## config.mk

```make
export PLATFORM = sky130hd
export DESIGN_NAME = mem_subsys
export DESIGN_NICKNAME = d
export VERILOG_FILES = /design/src/hdl/axi_pkg.sv /design/src/hdl/core_pkg.sv /design/src/hdl/fetch_unit.sv /design/src/hdl/load_store_unit.sv /design/src/hdl/bus_arbiter.sv /design/src/hdl/mem_subsys.sv
export SDC_FILE = /design/constraint.sdc
export NUM_CORES = 1
export LEC_CHECK = 0
export BUFFER_PORTS_ARGS = -buffer_cell sky130_fd_sc_hd__buf_2
export CORE_AREA = 2 2 135 137
export CTS_CLUSTER_SIZE = 10
export DETAILED_ROUTE_END_ITERATION = 16
export DIE_AREA = 0 0 137 139
export PLACE_DENSITY = 0.78
export SETUP_SLACK_MARGIN = 0.02
export SYNTH_ARGS = -nofsm -noshare
export SYNTH_HDL_FRONTEND = slang
export SYNTH_SLANG_ARGS = --single-unit
export TNS_END_PERCENT = 100
```

## constraint.sdc

```tcl
create_clock -name clock -period 4.43 [get_ports clock]
set_input_delay 0.443 -clock clock [delete_from_list [all_inputs] [get_ports clock]]
set_output_delay 0.443 -clock clock [all_outputs]
set_load 0.03 [all_outputs]
```

## src/hdl/axi_pkg.sv

```systemverilog
package axi_pkg;

	typedef logic [3:0]  axi_id_t;
	typedef logic [1:0]  axi_resp_t;
	typedef logic [2:0]  axi_size_t;       // log2 of bytes per beat
	typedef logic [31:0] axi_addr_t;
	typedef logic [31:0] axi_data_t;
	typedef logic [3:0]  axi_strb_t;

	localparam axi_resp_t resp_okay   = 2'b00;
	localparam axi_resp_t resp_slverr = 2'b10;

	// Read address for a single beat without len or burst
	typedef struct packed {
		axi_addr_t addr;
		axi_id_t   id;
		axi_size_t size;
	} axi_ar_t;

	typedef struct packed {
		axi_data_t data;
		axi_resp_t resp;
		axi_id_t   id;
	} axi_r_t;

	typedef axi_ar_t axi_aw_t;              // Same layout as AR

	typedef struct packed {
		axi_data_t data;
		axi_strb_t strb;
	} axi_w_t;

	typedef struct packed {
		axi_resp_t resp;
		axi_id_t   id;
	} axi_b_t;

endpackage

```

## src/hdl/core_pkg.sv

```systemverilog
package core_pkg;

	typedef logic [31:0] word_t;
	typedef logic [31:0] addr_t;

	// Encoded like AXI size so it maps straight onto ar.size and aw.size
	typedef enum logic [1:0] {
		size_byte = 2'd0,
		size_half = 2'd1,
		size_word = 2'd2
	} mem_size_e;

	typedef struct packed {
		logic      is_store;
		mem_size_e size;
		logic      is_unsigned;             // Zero extend on loads
		addr_t     addr;
		word_t     wdata;
	} lsu_req_t;

	typedef struct packed {
		word_t rdata;                       // Zero for stores
		logic  err;
	} lsu_rsp_t;

endpackage

```

## src/hdl/fetch_unit.sv

```systemverilog
`timescale 1ns/1ps

module fetch_unit #(
	parameter axi_pkg::axi_id_t fetch_id = 4'd1
) (
	input  logic             clock,
	input  logic             rst_n,
	input  logic             pc_valid,
	output logic             pc_ready,
	input  core_pkg::addr_t  pc,
	output logic             inst_valid,
	input  logic             inst_ready,
	output core_pkg::word_t  inst,
	output logic             inst_err,
	output axi_pkg::axi_ar_t ar,
	output logic             ar_valid,
	input  logic             ar_ready,
	input  axi_pkg::axi_r_t  r,
	input  logic             r_valid,
	output logic             r_ready
);
	import axi_pkg::*;
	import core_pkg::*;

	typedef enum logic [1:0] {
		s_idle,
		s_addr,
		s_data,
		s_done
	} state_e;

	state_e state;
	state_e state_n;
	addr_t  pc_q;
	logic   pc_hs;
	logic   r_hs;

	assign pc_hs = pc_valid && pc_ready;
	assign r_hs  = r_valid && r_ready;

	always_comb begin
		state_n = state;
		case (state)
			s_idle: if (pc_hs) state_n = s_addr;
			s_addr: if (ar_ready) state_n = s_data;        // ar_valid is high here
			s_data: if (r_hs) state_n = s_done;
			s_done: if (inst_ready) state_n = s_idle;
			default: state_n = s_idle;
		endcase
	end

	always_ff @(posedge clock or negedge rst_n) begin
		if (!rst_n) begin
			state    <= s_idle;
			pc_ready <= 1'b0;
		end else begin
			state    <= state_n;
			pc_ready <= (state_n == s_idle);               // One request in flight
		end
	end

	always_ff @(posedge clock) begin
		if (pc_hs)
			pc_q <= pc;
		if (r_hs) begin
			inst     <= r.data;
			inst_err <= (r.resp != resp_okay);
		end
	end

	always_comb begin
		ar.addr = pc_q;
		ar.id   = fetch_id;
		ar.size = {1'b0, size_word};
	end

	assign ar_valid   = (state == s_addr);
	assign r_ready    = (state == s_data);
	assign inst_valid = (state == s_done);

endmodule

```

## src/hdl/load_store_unit.sv

```systemverilog
`timescale 1ns/1ps

module load_store_unit #(
	parameter axi_pkg::axi_id_t lsu_id = 4'd2
) (
	input  logic              clock,
	input  logic              rst_n,
	input  logic              req_valid,
	output logic              req_ready,
	input  core_pkg::lsu_req_t req,
	output logic              rsp_valid,
	input  logic              rsp_ready,
	output core_pkg::lsu_rsp_t rsp,
	output axi_pkg::axi_ar_t  ar,
	output logic              ar_valid,
	input  logic              ar_ready,
	input  axi_pkg::axi_r_t   r,
	input  logic              r_valid,
	output logic              r_ready,
	output axi_pkg::axi_aw_t  aw,
	output logic              aw_valid,
	input  logic              aw_ready,
	output axi_pkg::axi_w_t   w,
	output logic              w_valid,
	input  logic              w_ready,
	input  axi_pkg::axi_b_t   b,
	input  logic              b_valid,
	output logic              b_ready
);
	import axi_pkg::*;
	import core_pkg::*;

	typedef enum logic [2:0] {
		s_idle,
		s_read,
		s_write,
		s_resp,
		s_done
	} state_e;

	state_e    state;
	state_e    state_n;
	lsu_req_t  req_q;
	logic      aw_done;
	logic      w_done;
	logic      req_hs;
	logic      ar_hs;
	logic      aw_hs;
	logic      w_hs;
	logic      r_hs;
	logic      b_hs;
	axi_ar_t   ax;
	word_t     store_data;
	axi_strb_t store_strb;
	word_t     load_shift;
	word_t     load_ext;

	assign req_hs = req_valid && req_ready;
	assign ar_hs  = ar_valid && ar_ready;
	assign aw_hs  = aw_valid && aw_ready;
	assign w_hs   = w_valid && w_ready;
	assign r_hs   = r_valid && r_ready;
	assign b_hs   = b_valid && b_ready;

	always_comb begin
		state_n = state;
		case (state)
			s_idle: if (req_hs) state_n = req.is_store ? s_write : s_read;
			s_read: if (ar_hs) state_n = s_resp;
			s_write: if ((aw_done || aw_hs) && (w_done || w_hs)) state_n = s_resp;
			s_resp: if (r_hs || b_hs) state_n = s_done;
			s_done: if (rsp_ready) state_n = s_idle;
			default: state_n = s_idle;
		endcase
	end

	always_ff @(posedge clock or negedge rst_n) begin
		if (!rst_n) begin
			state     <= s_idle;
			req_ready <= 1'b0;
			aw_done   <= 1'b0;
			w_done    <= 1'b0;
		end else begin
			state     <= state_n;
			req_ready <= (state_n == s_idle);
			if (req_hs) begin
				aw_done <= 1'b0;
				w_done  <= 1'b0;
			end else begin
				if (aw_hs)
					aw_done <= 1'b1;
				if (w_hs)
					w_done <= 1'b1;
			end
		end
	end

	// Store lanes with the data replicated so the strobe alone picks the bytes
	always_comb begin
		case (req_q.size)
			size_byte: begin
				store_data = {4{req_q.wdata[7:0]}};
				store_strb = 4'b0001 << req_q.addr[1:0];
			end
			size_half: begin
				store_data = {2{req_q.wdata[15:0]}};
				store_strb = 4'b0011 << {req_q.addr[1], 1'b0};
			end
			default: begin
				store_data = req_q.wdata;
				store_strb = 4'b1111;
			end
		endcase
	end

	// Load lanes move the addressed bytes down and extend
	always_comb begin
		load_shift = r.data >> {req_q.addr[1:0], 3'b000};
		case (req_q.size)
			size_byte: load_ext = {{24{~req_q.is_unsigned & load_shift[7]}}, load_shift[7:0]};
			size_half: load_ext = {{16{~req_q.is_unsigned & load_shift[15]}}, load_shift[15:0]};
			default: load_ext = load_shift;
		endcase
	end

	always_ff @(posedge clock) begin
		if (req_hs)
			req_q <= req;
		if (r_hs) begin
			rsp.rdata <= load_ext;
			rsp.err   <= (r.resp != resp_okay);
		end
		if (b_hs) begin
			rsp.rdata <= '0;
			rsp.err   <= (b.resp != resp_okay);
		end
	end

	always_comb begin
		ax.addr = req_q.addr;
		ax.id   = lsu_id;
		ax.size = {1'b0, req_q.size};
	end

	assign ar       = ax;
	assign aw       = ax;
	assign w.data   = store_data;
	assign w.strb   = store_strb;
	assign ar_valid = (state == s_read);
	assign aw_valid = (state == s_write) && !aw_done;
	assign w_valid  = (state == s_write) && !w_done;
	assign r_ready  = (state == s_resp) && !req_q.is_store;
	assign b_ready  = (state == s_resp) && req_q.is_store;
	assign rsp_valid = (state == s_done);

endmodule

```

## src/hdl/bus_arbiter.sv

```systemverilog
`timescale 1ns/1ps

module bus_arbiter #(
	parameter axi_pkg::axi_id_t fetch_id = 4'd1,
	parameter axi_pkg::axi_id_t lsu_id   = 4'd2
) (
	input  logic             clock,
	input  logic             rst_n,
	input  axi_pkg::axi_ar_t fetch_ar,
	input  logic             fetch_ar_valid,
	output logic             fetch_ar_ready,
	output axi_pkg::axi_r_t  fetch_r,
	output logic             fetch_r_valid,
	input  logic             fetch_r_ready,
	input  axi_pkg::axi_ar_t lsu_ar,
	input  logic             lsu_ar_valid,
	output logic             lsu_ar_ready,
	output axi_pkg::axi_r_t  lsu_r,
	output logic             lsu_r_valid,
	input  logic             lsu_r_ready,
	input  axi_pkg::axi_aw_t lsu_aw,
	input  logic             lsu_aw_valid,
	output logic             lsu_aw_ready,
	input  axi_pkg::axi_w_t  lsu_w,
	input  logic             lsu_w_valid,
	output logic             lsu_w_ready,
	output axi_pkg::axi_b_t  lsu_b,
	output logic             lsu_b_valid,
	input  logic             lsu_b_ready,
	output axi_pkg::axi_ar_t m_ar,
	output logic             m_ar_valid,
	input  logic             m_ar_ready,
	input  axi_pkg::axi_r_t  m_r,
	input  logic             m_r_valid,
	output logic             m_r_ready,
	output axi_pkg::axi_aw_t m_aw,
	output logic             m_aw_valid,
	input  logic             m_aw_ready,
	output axi_pkg::axi_w_t  m_w,
	output logic             m_w_valid,
	input  logic             m_w_ready,
	input  axi_pkg::axi_b_t  m_b,
	input  logic             m_b_valid,
	output logic             m_b_ready
);

	logic last_lsu;                                    // Last AR grant went to the LSU
	logic lock;                                        // Grant frozen while AR is pending
	logic lock_lsu;
	logic grant_lsu;
	logic r_to_fetch;
	logic r_to_lsu;

	always_comb begin
		if (lock)
			grant_lsu = lock_lsu;
		else if (fetch_ar_valid && lsu_ar_valid)
			grant_lsu = !last_lsu;                     // Round robin on contention
		else
			grant_lsu = lsu_ar_valid;
	end

	always_ff @(posedge clock or negedge rst_n) begin
		if (!rst_n) begin
			last_lsu <= 1'b0;
			lock     <= 1'b0;
			lock_lsu <= 1'b0;
		end else if (m_ar_valid && m_ar_ready) begin
			last_lsu <= grant_lsu;
			lock     <= 1'b0;
		end else if (m_ar_valid) begin
			lock     <= 1'b1;
			lock_lsu <= grant_lsu;
		end
	end

	assign m_ar           = grant_lsu ? lsu_ar : fetch_ar;
	assign m_ar_valid     = grant_lsu ? lsu_ar_valid : fetch_ar_valid;
	assign fetch_ar_ready = !grant_lsu && m_ar_ready;
	assign lsu_ar_ready   = grant_lsu && m_ar_ready;

	// Read data goes back by id since both reads may be outstanding
	assign r_to_fetch    = (m_r.id == fetch_id);
	assign r_to_lsu      = (m_r.id == lsu_id);
	assign fetch_r       = m_r;
	assign lsu_r         = m_r;
	assign fetch_r_valid = m_r_valid && r_to_fetch;
	assign lsu_r_valid   = m_r_valid && r_to_lsu;
	assign m_r_ready     = (r_to_fetch && fetch_r_ready) || (r_to_lsu && lsu_r_ready);

	// Only the LSU writes
	assign m_aw         = lsu_aw;
	assign m_aw_valid   = lsu_aw_valid;
	assign lsu_aw_ready = m_aw_ready;
	assign m_w          = lsu_w;
	assign m_w_valid    = lsu_w_valid;
	assign lsu_w_ready  = m_w_ready;
	assign lsu_b        = m_b;
	assign lsu_b_valid  = m_b_valid;
	assign m_b_ready    = lsu_b_ready;

endmodule

```

## src/hdl/mem_subsys.sv

```systemverilog
`timescale 1ns/1ps

module mem_subsys #(
	parameter axi_pkg::axi_id_t fetch_id = 4'd1,
	parameter axi_pkg::axi_id_t lsu_id   = 4'd2
) (
	input  logic               clock,
	input  logic               rst_n,
	input  logic               pc_valid,
	output logic               pc_ready,
	input  core_pkg::addr_t    pc,
	output logic               inst_valid,
	input  logic               inst_ready,
	output core_pkg::word_t    inst,
	output logic               inst_err,
	input  logic               req_valid,
	output logic               req_ready,
	input  core_pkg::lsu_req_t req,
	output logic               rsp_valid,
	input  logic               rsp_ready,
	output core_pkg::lsu_rsp_t rsp,
	output axi_pkg::axi_ar_t   m_ar,
	output logic               m_ar_valid,
	input  logic               m_ar_ready,
	input  axi_pkg::axi_r_t    m_r,
	input  logic               m_r_valid,
	output logic               m_r_ready,
	output axi_pkg::axi_aw_t   m_aw,
	output logic               m_aw_valid,
	input  logic               m_aw_ready,
	output axi_pkg::axi_w_t    m_w,
	output logic               m_w_valid,
	input  logic               m_w_ready,
	input  axi_pkg::axi_b_t    m_b,
	input  logic               m_b_valid,
	output logic               m_b_ready
);
	import axi_pkg::*;

	axi_ar_t fetch_ar;
	logic    fetch_ar_valid;
	logic    fetch_ar_ready;
	axi_r_t  fetch_r;
	logic    fetch_r_valid;
	logic    fetch_r_ready;
	axi_ar_t lsu_ar;
	logic    lsu_ar_valid;
	logic    lsu_ar_ready;
	axi_r_t  lsu_r;
	logic    lsu_r_valid;
	logic    lsu_r_ready;
	axi_aw_t lsu_aw;
	logic    lsu_aw_valid;
	logic    lsu_aw_ready;
	axi_w_t  lsu_w;
	logic    lsu_w_valid;
	logic    lsu_w_ready;
	axi_b_t  lsu_b;
	logic    lsu_b_valid;
	logic    lsu_b_ready;

	fetch_unit #(.fetch_id(fetch_id)) ifu (
		.clock, .rst_n,
		.pc_valid, .pc_ready, .pc,
		.inst_valid, .inst_ready, .inst, .inst_err,
		.ar(fetch_ar), .ar_valid(fetch_ar_valid), .ar_ready(fetch_ar_ready),
		.r(fetch_r), .r_valid(fetch_r_valid), .r_ready(fetch_r_ready)
	);

	load_store_unit #(.lsu_id(lsu_id)) lsu (
		.clock, .rst_n,
		.req_valid, .req_ready, .req,
		.rsp_valid, .rsp_ready, .rsp,
		.ar(lsu_ar), .ar_valid(lsu_ar_valid), .ar_ready(lsu_ar_ready),
		.r(lsu_r), .r_valid(lsu_r_valid), .r_ready(lsu_r_ready),
		.aw(lsu_aw), .aw_valid(lsu_aw_valid), .aw_ready(lsu_aw_ready),
		.w(lsu_w), .w_valid(lsu_w_valid), .w_ready(lsu_w_ready),
		.b(lsu_b), .b_valid(lsu_b_valid), .b_ready(lsu_b_ready)
	);

	bus_arbiter #(.fetch_id(fetch_id), .lsu_id(lsu_id)) arb (
		.clock, .rst_n,
		.fetch_ar, .fetch_ar_valid, .fetch_ar_ready,
		.fetch_r, .fetch_r_valid, .fetch_r_ready,
		.lsu_ar, .lsu_ar_valid, .lsu_ar_ready,
		.lsu_r, .lsu_r_valid, .lsu_r_ready,
		.lsu_aw, .lsu_aw_valid, .lsu_aw_ready,
		.lsu_w, .lsu_w_valid, .lsu_w_ready,
		.lsu_b, .lsu_b_valid, .lsu_b_ready,
		.m_ar, .m_ar_valid, .m_ar_ready,
		.m_r, .m_r_valid, .m_r_ready,
		.m_aw, .m_aw_valid, .m_aw_ready,
		.m_w, .m_w_valid, .m_w_ready,
		.m_b, .m_b_valid, .m_b_ready
	);

endmodule

```

==> results of run 1 <==
==> placed cells by master (no fill, tap or decap), types with 3 or more instances in the layout <==
| master | instances |
|---|---|
| nand2b_1 | 5 |
| o2bb2ai_1 | 8 |
| mux2_2 | 55 |
| a21oi_1 | 27 |
| nor2_1 | 14 |
| nand3_1 | 3 |
| and2_1 | 3 |
| clkbuf_16 | 17 |
| dfxtp_1 | 32 |
| buf_2 | 331 |
| a31oi_1 | 17 |
| edfxtp_1 | 134 |
| nor3b_1 | 3 |
| clkinv_4 | 4 |
| nor2b_1 | 5 |
| o21ai_0 | 35 |
| inv_8 | 4 |
| conb_1 | 8 |
| mux2i_1 | 17 |
| o211ai_1 | 8 |
| nand2_1 | 81 |
| buf_4 | 7 |
| inv_1 | 5 |
| dfrtp_1 | 12 |
==> logic make-up (layout without fill, tap and decap cells) <==
group | count (synthesis) | count (layout) | share of synthesized area (%)
AND/OR/NAND/NOR | 133 | 133 | 8.432
flip-flops | 178 | 178 | 65.22
other | 2 | 10 | 0.09866
buffers and inverters | 88 | 376 | 7.282
multiplexers | 72 | 72 | 10.37
AO/OA/AOI/OAI | 108 | 108 | 8.596
==> synth_stat cells (2+ instances only) <==
cell and number:
buf_1 5, nand2_1 81, dfxtp_1 32, o2bb2ai_1 8, nor2_1 15, nand2b_1 5, or2_2 2, mux2_2 55
nand3_1 3, buf_6 3, o21ai_0 35, and2_1 4, buf_4 51, nor3b_1 3, clkbuf_1 16, dfrtp_1 12
o21bai_1 2, nor2b_1 5, a31oi_1 17, a21oi_1 27, o21ai_1 2, a21o_1 2, o211ai_1 8, inv_1 5
edfxtp_1 134, mux2i_1 17, conb_1 2, buf_2 8
==> final timing paths <==
check / from / to / slack, ps
setup / recovery: ifu.state[1] / m_ar[21] / 1530
hold / removal: req[23] / lsu.req_q[23] / 190
setup reg to reg: lsu.ar[0] / lsu.rsp[19] / 1670
hold reg to reg: lsu.rsp[8] / lsu.rsp[8] / 450
max in group asynchronous: rst_n / lsu.req_ready / 3760
min in group asynchronous: rst_n / lsu.state[2] / 440
==> sequential cells by signal, summed over array words and instances (netlist names) <==
register,cells
arb.last_lsu,1
arb.lock,1
arb.lock_lsu,1
ifu.inst,32
ifu.inst_err,1
ifu.pc_q,32
ifu.pc_ready,1
ifu.state,2
lsu.ar,34
lsu.aw_done,1
lsu.req_q,34
lsu.req_ready,1
lsu.rsp,33
lsu.state,3
lsu.w_done,1
==> per-layer routing <==
metal	wire, um	vias up	GRT usage (%)
li1	-	2635	-
met1	7669	2653	24.75
met2	10050	285	34.15
met3	1664	30	6.104
met4	466	0	7.976
met5	0	-	0
==> layout make-up <==
type                       instances  area (um2)
antenna                            2       5.005
inverter                           5       18.77
timing repair buffer             339        1719
tap                              229       286.5
fill                            1506        7923
clock buffer                      18       429.2
clock inverter                    14       167.7
sequential                       178        4965
multi-input combinational        321        2143
==> power by group <==
group	switching, mW	total, mW	internal (mW)
Clock	0.695	1.50	0.807
Sequential	0.170	2.29	2.12
Combinational	1.48	2.19	0.706
==> repair_timing <==
item | 4_1_cts | 5_1_grt
hold buffers | 1 | 0
setup endpoints to repair | 0 | 0
hold endpoints to repair | 12 | 0
==> impl_table.tex, run 1 <==
\begin{tabular}{lr}
\hline
Metric & Value \\
\hline
\multicolumn{2}{l}{\textbf{Clock network}} \\
\quad Cts repair resizes & 0 \\
\quad Number of H-tree levels & 4 \\
\quad Clock network latency to the later pin of the worst-skew pair & 420 ps \\
\quad Longest Clk Path Bufs & 2 \\
\quad Root Driver & clkbuf\_16 \\
\quad Reg clk slew, reported paths & 80 ps \\
\quad Clock tree from TritonCTS & yes \\
\quad CTS Sinks & 178 \\
\quad CTS buffer count & 17 \\
\quad Number of buffers inserted to repair setup after CTS & 0 \\
\multicolumn{2}{l}{\textbf{Critical path}} \\
\quad Highest cell delay on the worst timing path & 470 ps \\
\quad Critical path launch point type & flip-flop \\
\quad Maximum net fanout on the critical path & 42 \\
\quad Worst path slowest cell & buf\_4 \\
\quad Path type of the worst setup path & flip-flop to output pin \\
\quad Worst EP required & 3990 ps \\
\quad Bufs and invs on worst path & 2 \\
\quad Capturing element type of the critical path & output pin \\
\quad Number of cells traversed by the worst register-to-register path & 4 \\
\quad Worst-path cell chain & nand2b\_1 > o221ai\_4 > buf\_4 > mux2\_2 > buf\_2 \\
\quad Number of stages on the worst setup path & 5 \\
\quad Critical Path AT & 2460 ps \\
\quad Gate family responsible for the most delay along the worst path & buffers and inverters \\
\multicolumn{2}{l}{\textbf{Drt}} \\
\quad Wirelength, routed & 19850 um \\
\quad Wire per inst & 17.94 um \\
\quad DR vias/cell & 5.066 \\
\quad DR vias & 5603 \\
\quad Remaining antenna violation count & 0 \\
\quad DRC violation count after routing & 0 \\
\quad 1st-iter DRT viols & 317 \\
\quad Drt pass-1 iters & 5 \\
\multicolumn{2}{l}{\textbf{Place}} \\
\quad Placer Congestion & 0.7640 \\
\quad HPWL Detailed & 14590 um \\
\quad Worst setup slack before clock tree synthesis & 1700 ps \\
\quad Cells after DPL & 1071 \\
\quad Cell area after placement & 9123 um2 \\
\quad Quantity of I/O buffers inserted on ports & 331 \\
\multicolumn{2}{l}{\textbf{Yosys}} \\
\quad Fraction of synthesis flops using an asynchronous set or reset pin & 6.742\% \\
\quad Post-synthesis instance area & 7612 um2 \\
\quad Count of different cell masters after synthesis & 50 \\
\quad Fraction of the yosys area taken by sequential cells & 65.22\% \\
\quad Warning count from the yosys run & 0 \\
\quad Portion of synthesized cell area occupied by the leading cell type & 52.86\% \\
\quad Synth top area cells & edfxtp\_1, dfxtp\_1, mux2\_2 \\
\quad Cell type with the largest total area after synthesis & edfxtp\_1 \\
\quad Count of flip-flops with a built-in enable after synthesis & 134 \\
\quad Register bit total from synthesis & 178 \\
\quad Most common flop cell mapped by yosys & edfxtp\_1 \\
\quad Average footprint of a synthesized cell & 13.10 um2 \\
\quad Gate count of the mapped netlist & 581 \\
\multicolumn{2}{l}{\textbf{Timing}} \\
\quad Final hold violation count & 0 \\
\quad Setup\_tns & 0 ps \\
\quad Final count of negative-setup-slack endpoints & 0 \\
\quad Period utilisation layout & 65.42\% \\
\quad Fin worst setup slack & 1532 ps \\
\quad Slew HR & 33.24\% \\
\quad Worst-case clock skew & 11.50 ps \\
\quad Slew Viols, Final & 0 \\
\quad Actual slew at the worst max-slew pin & 999.0 ps \\
\quad Setup repair after global routing missed its margin & false \\
\quad F\_max & 0.3450 GHz \\
\quad Hold WS & 188.1 ps \\
\quad Min cycle time layout & 2898 ps \\
\multicolumn{2}{l}{\textbf{Global route}} \\
\quad Initial antenna violation count & 2 \\
\quad Global-route wire length before repair & 29640 um \\
\quad Total routing resource utilization after global routing & 20.46\% \\
\quad Pin count of the biggest net entering global routing & 69 \\
\quad Number of global-route vias before repair & 5423 \\
\quad Remaining global-route overflow & 0 \\
\multicolumn{2}{l}{\textbf{Floorplanning}} \\
\quad Die W & 137 um \\
\quad Number of standard-cell rows in the floorplan & 49 \\
\quad IO Count & 344 \\
\quad Floorplan die height & 139 um \\
\quad Starting Density & 43.11\% \\
\quad Core footprint & 17660 um2 \\
\quad Overall die area & 19040 um2 \\
\multicolumn{2}{l}{\textbf{Worst hold path}} \\
\quad Worst Hold Depth & 1 \\
\quad Hold/Removal Path Class & input port to flip-flop \\
\multicolumn{2}{l}{\textbf{Power and ir drop}} \\
\quad Power per cell area & 613.7 nW/um2 \\
\quad Total power consumption of the routed design & 5.974 mW \\
\quad Leak pwr & 4.183 nW \\
\quad IR Drop Worst-Case VDD & 0.3984 mV \\
\multicolumn{2}{l}{\textbf{Layout}} \\
\quad Share of post-route cells with drive strength above 1 & 49.60\% \\
\quad Area delta synth->final & 27.88\% \\
\quad Post-Route Utilization & 55.13\% \\
\quad Non-Filler Instances & 1106 \\
\quad Final instance area & 9734 um2 \\
\quad Total number of nets in the final design & 1017 \\
\multicolumn{2}{l}{\textbf{Run status}} \\
\quad Outcome & finished clean \\
\multicolumn{2}{l}{\textbf{Flow run}} \\
\quad Count of max-cap constraint violations & 0 \\
\hline
\end{tabular}
Note: power is estimated with default switching activity, not from simulation.
==> run 2: changes to the inputs <==
--- a/config.mk
+++ b/config.mk
@@ -6,11 +6,12 @@
 export NUM_CORES = 1
 export LEC_CHECK = 0
 export BUFFER_PORTS_ARGS = -buffer_cell sky130_fd_sc_hd__buf_2
-export CORE_AREA = 2 2 135 137
+export CORE_ASPECT_RATIO = 1.75
+export CORE_MARGIN = 2
+export CORE_UTILIZATION = 43
 export CTS_CLUSTER_SIZE = 10
 export DETAILED_ROUTE_END_ITERATION = 16
-export DIE_AREA = 0 0 137 139
-export PLACE_DENSITY = 0.78
+export PLACE_DENSITY = 0.8
 export SETUP_SLACK_MARGIN = 0.02
 export SYNTH_ARGS = -nofsm -noshare
 export SYNTH_HDL_FRONTEND = slang
==> constraint.sdc (replaced) <==
create_clock -name clock -period 2.3 [get_ports clock]
set_input_delay 0.23 -clock clock [delete_from_list [all_inputs] [get_ports clock]]
set_output_delay 0.23 -clock clock [all_outputs]
set_load 0.03 [all_outputs]
==> run 2 against run 1 <==
Against the previous run:
- via count grew 18%
- core utilization rose by 10 points
- die area decreased by 1.1%
- critical endpoint is now m_ar[25]
- sequential share of layout area shrank 7.5 points
- count of clock-buffer cells in the layout is 1 higher
- cell area up 17%
- sequential power rose by 92%
- sequential cell count did not move
- clock power is 77% higher
- register-to-register slack worse by 1500 ps
- cell count grew 12%
- worst hold slack got worse by 170 ps
==> impl_table.tex, run 2 (synthesis gave the netlist of run 1 again) <==
\begin{tabular}{lr}
\hline
Metric & Value \\
\hline
\multicolumn{2}{l}{\textbf{Clock network}} \\
\quad Clock tree from TritonCTS & yes \\
\quad Reg clk slew, reported paths & 60 ps (-20 ps) \\
\quad Longest Clk Path Bufs & 2 (unchanged) \\
\quad CTS buffer count & 17 (unchanged) \\
\quad Root Driver & clkbuf\_16 \\
\quad Number of H-tree levels & 4 (unchanged) \\
\quad Clock network latency to the later pin of the worst-skew pair & 430 ps (about the same) \\
\quad CTS Sinks & 178 (unchanged) \\
\multicolumn{2}{l}{\textbf{Drt}} \\
\quad Drt pass-1 iters & 5 (unchanged) \\
\quad DR vias & 6604 (+18\%) \\
\quad Remaining antenna violation count & 0 (unchanged) \\
\quad DRC violation count after routing & 0 (unchanged) \\
\quad 1st-iter DRT viols & 395 (+25\%) \\
\quad Wire per inst & 21.42 um (+19\%) \\
\quad Wirelength, routed & 26600 um (+34\%) \\
\quad DR vias/cell & 5.317 (+5.0\%) \\
\multicolumn{2}{l}{\textbf{Place}} \\
\quad Placer Congestion & 0.8856 (+16\%) \\
\quad Quantity of I/O buffers inserted on ports & 331 (unchanged) \\
\quad Worst setup slack before clock tree synthesis & 198.0 ps (-1502 ps) \\
\quad HPWL Detailed & 15380 um (+5.5\%) \\
\multicolumn{2}{l}{\textbf{Run status}} \\
\quad Outcome & finished clean \\
\multicolumn{2}{l}{\textbf{Layout}} \\
\quad Area delta synth->final & 50.07\% \\
\quad Commonest non-fill, non-tap cells in the layout & buf\_2, edfxtp\_1, dlygate4sd3\_1 \\
\quad Footprint of the multi-input gates & 2248 um2 (+4.9\%) \\
\quad Most common library cell in the layout ignoring fill and taps & buf\_2 \\
\quad Total number of nets in the final design & 1153 (+13\%) \\
\quad Post-Route Utilization & 65.44\% (+10 points) \\
\quad Share of post-route cells with drive strength above 1 & 45.90\% (-3.7 points) \\
\quad Antenna cell count & 0 (-2) \\
\quad Area taken by flip-flops and latches & 4971 um2 (+0.13\%) \\
\quad Filler cell count & 1276 (-15\%) \\
\multicolumn{2}{l}{\textbf{Timing}} \\
\quad Worst-case clock skew & 10.92 ps (-0.5722 ps) \\
\quad F\_max & 0.4363 GHz \\
\quad Final hold violation count & 0 (unchanged) \\
\quad Hold WS & 14.65 ps (-173.4 ps) \\
\quad Fin worst setup slack & 7.903 ps (-1524 ps) \\
\quad Setup\_tns & 0 ps (unchanged) \\
\quad Final count of negative-setup-slack endpoints & 0 (unchanged) \\
\quad Actual slew at the worst max-slew pin & 568.3 ps (-430.8 ps) \\
\quad Setup repair after global routing missed its margin & true \\
\quad Min cycle time layout & 2292 ps \\
\quad Slew Viols, Final & 0 (unchanged) \\
\quad Period utilisation layout & 99.66\% \\
\quad Slew HR & 62.11\% (+29 points) \\
\multicolumn{2}{l}{\textbf{Critical path}} \\
\quad Critical Path AT & 2060 ps (-400 ps) \\
\quad Worst-path cell chain & nand2b\_4 > o221ai\_4 > buf\_12 > buf\_16 > mux2\_2 > buf\_6 \\
\quad Highest cell delay on the worst timing path & 400 ps (-70 ps) \\
\quad Critical path launch point type & flip-flop \\
\quad Maximum net fanout on the critical path & 6 (-86\%) \\
\quad Path type of the worst setup path & flip-flop to output pin \\
\quad Worst EP required & 2070 ps (-1920 ps) \\
\quad Capturing element type of the critical path & output pin \\
\quad Worst path slowest cell & dfrtp\_2 \\
\multicolumn{2}{l}{\textbf{Floorplanning}} \\
\quad Starting Density & 43.61\% (+0.49 points) \\
\quad Die W & 104.6 um (-24\%) \\
\quad Core footprint & 17460 um2 (-1.1\%) \\
\quad Number of standard-cell rows in the floorplan & 64 (+31\%) \\
\quad Floorplan die height & 180.0 um (+30\%) \\
\quad IO Count & 344 (unchanged) \\
\quad Overall die area & 18830 um2 (-1.1\%) \\
\multicolumn{2}{l}{\textbf{Global route}} \\
\quad Total routing resource utilization after global routing & 26.08\% (+5.6 points) \\
\quad Initial antenna violation count & 0 (-2) \\
\quad Global-route wire length before repair & 37410 um (+26\%) \\
\quad Pin count of the biggest net entering global routing & 69 (unchanged) \\
\quad Number of global-route vias before repair & 6768 (+25\%) \\
\quad Remaining global-route overflow & 0 (unchanged) \\
\multicolumn{2}{l}{\textbf{Flow run}} \\
\quad Count of max-cap constraint violations & 0 (unchanged) \\
\multicolumn{2}{l}{\textbf{Power and ir drop}} \\
\quad Power per cell area & 1147 nW/um2 (+87\%) \\
\quad Leak pwr & 4.968 nW (+19\%) \\
\quad IR Drop Worst-Case VDD & 1.055 mV (+160\%) \\
\multicolumn{2}{l}{\textbf{Worst hold path}} \\
\quad Hold/Removal Path Class & input port to flip-flop \\
\hline
\end{tabular}
## run 2: cell count changes in the layout (fill, tap and decap cells not counted), sizes merged
cell         previous run  this run
buf                   338       361
bufinv                  1         0
clkbuf                 18        22
clkinv                  6         7
clkinvlp                1         3
diode                   2         0
dlygate4sd3             1       111
inv                    11         8
## run 2: path summary, 6_finish.rpt
| path | from | to | slack [ps] | cells past startpoint |
|---|---|---|---|---|
| worst min-delay path | m_r[12] | ifu.inst[6] | 10 | 1 |
| worst max-delay path | ifu.state[1] | m_ar[25] | 8 | 6 |
| worst min register to register | lsu.rsp[7] | lsu.rsp[7] | 460 | 2 |
| min in group asynchronous | rst_n | lsu.aw_done | 220 | 2 |
| worst max register to register | lsu.req_q[67] | lsu.rsp[21] | 180 | 5 |
| max in group asynchronous | rst_n | lsu.state[1] | 1820 | 2 |
## run 2: metal layers
metal  up-vias  global-route usage, %  wire length, um
met1      3179                  25.48             8549
met4         0                  14.08             1564
li1       2894                      -                -
met2       436                  49.59            14450
met3        95                  6.148             2041
met5         -                      0                0
## run 2: layout make-up
type / count / area share, %
clock buffer: 19 / 3.790
clock inverter: 13 / 0.7667
inverter: 5 / 0.1643
multi-input combinational: 321 / 19.68
sequential: 178 / 43.52
tap: 231 / 2.530
timing repair buffer: 475 / 29.55
## run 2: repair_timing
item                                    CTS  global route
gates resized for setup                  23           109
gates cloned                              3             3
pin swaps                                 2             2
buffers inserted                          7             4
hold buffers                            111             0
endpoints found under the setup margin   37            34
endpoints found under the hold margin   122             0
## run 2: power breakdown
group / internal [mW] / total (mW) / switching, mW
Clock: 1.38 / 2.66 / 1.28
Combinational: 2.56 / 6.06 / 3.50
Sequential: 4.08 / 4.39 / 0.303
Total: 8.02 / 13.1 / 5.08
## run 2: worst max-delay path: cells and delay by family, from the launching register on
| kind | cells | cell delay, ps |
|---|---|---|
| AND/OR/NAND/NOR | 1 | 170 |
| multiplexers | 1 | 360 |
| flip-flops | 1 | 400 |
| AO/OA/AOI/OAI | 1 | 230 |
| buffers and inverters | 3 | 460 |
## run 2: stage by stage
stage                     area [um2]  cells  total power, mW
after detailed placement        9218   1082            8.828
after CTS                      11040   1235            12.11
after global routing           11420   1242            13.55
after global placement          9218   1082            8.766
final                          11420   1242            13.10
after floorplan                 7639    587            7.577
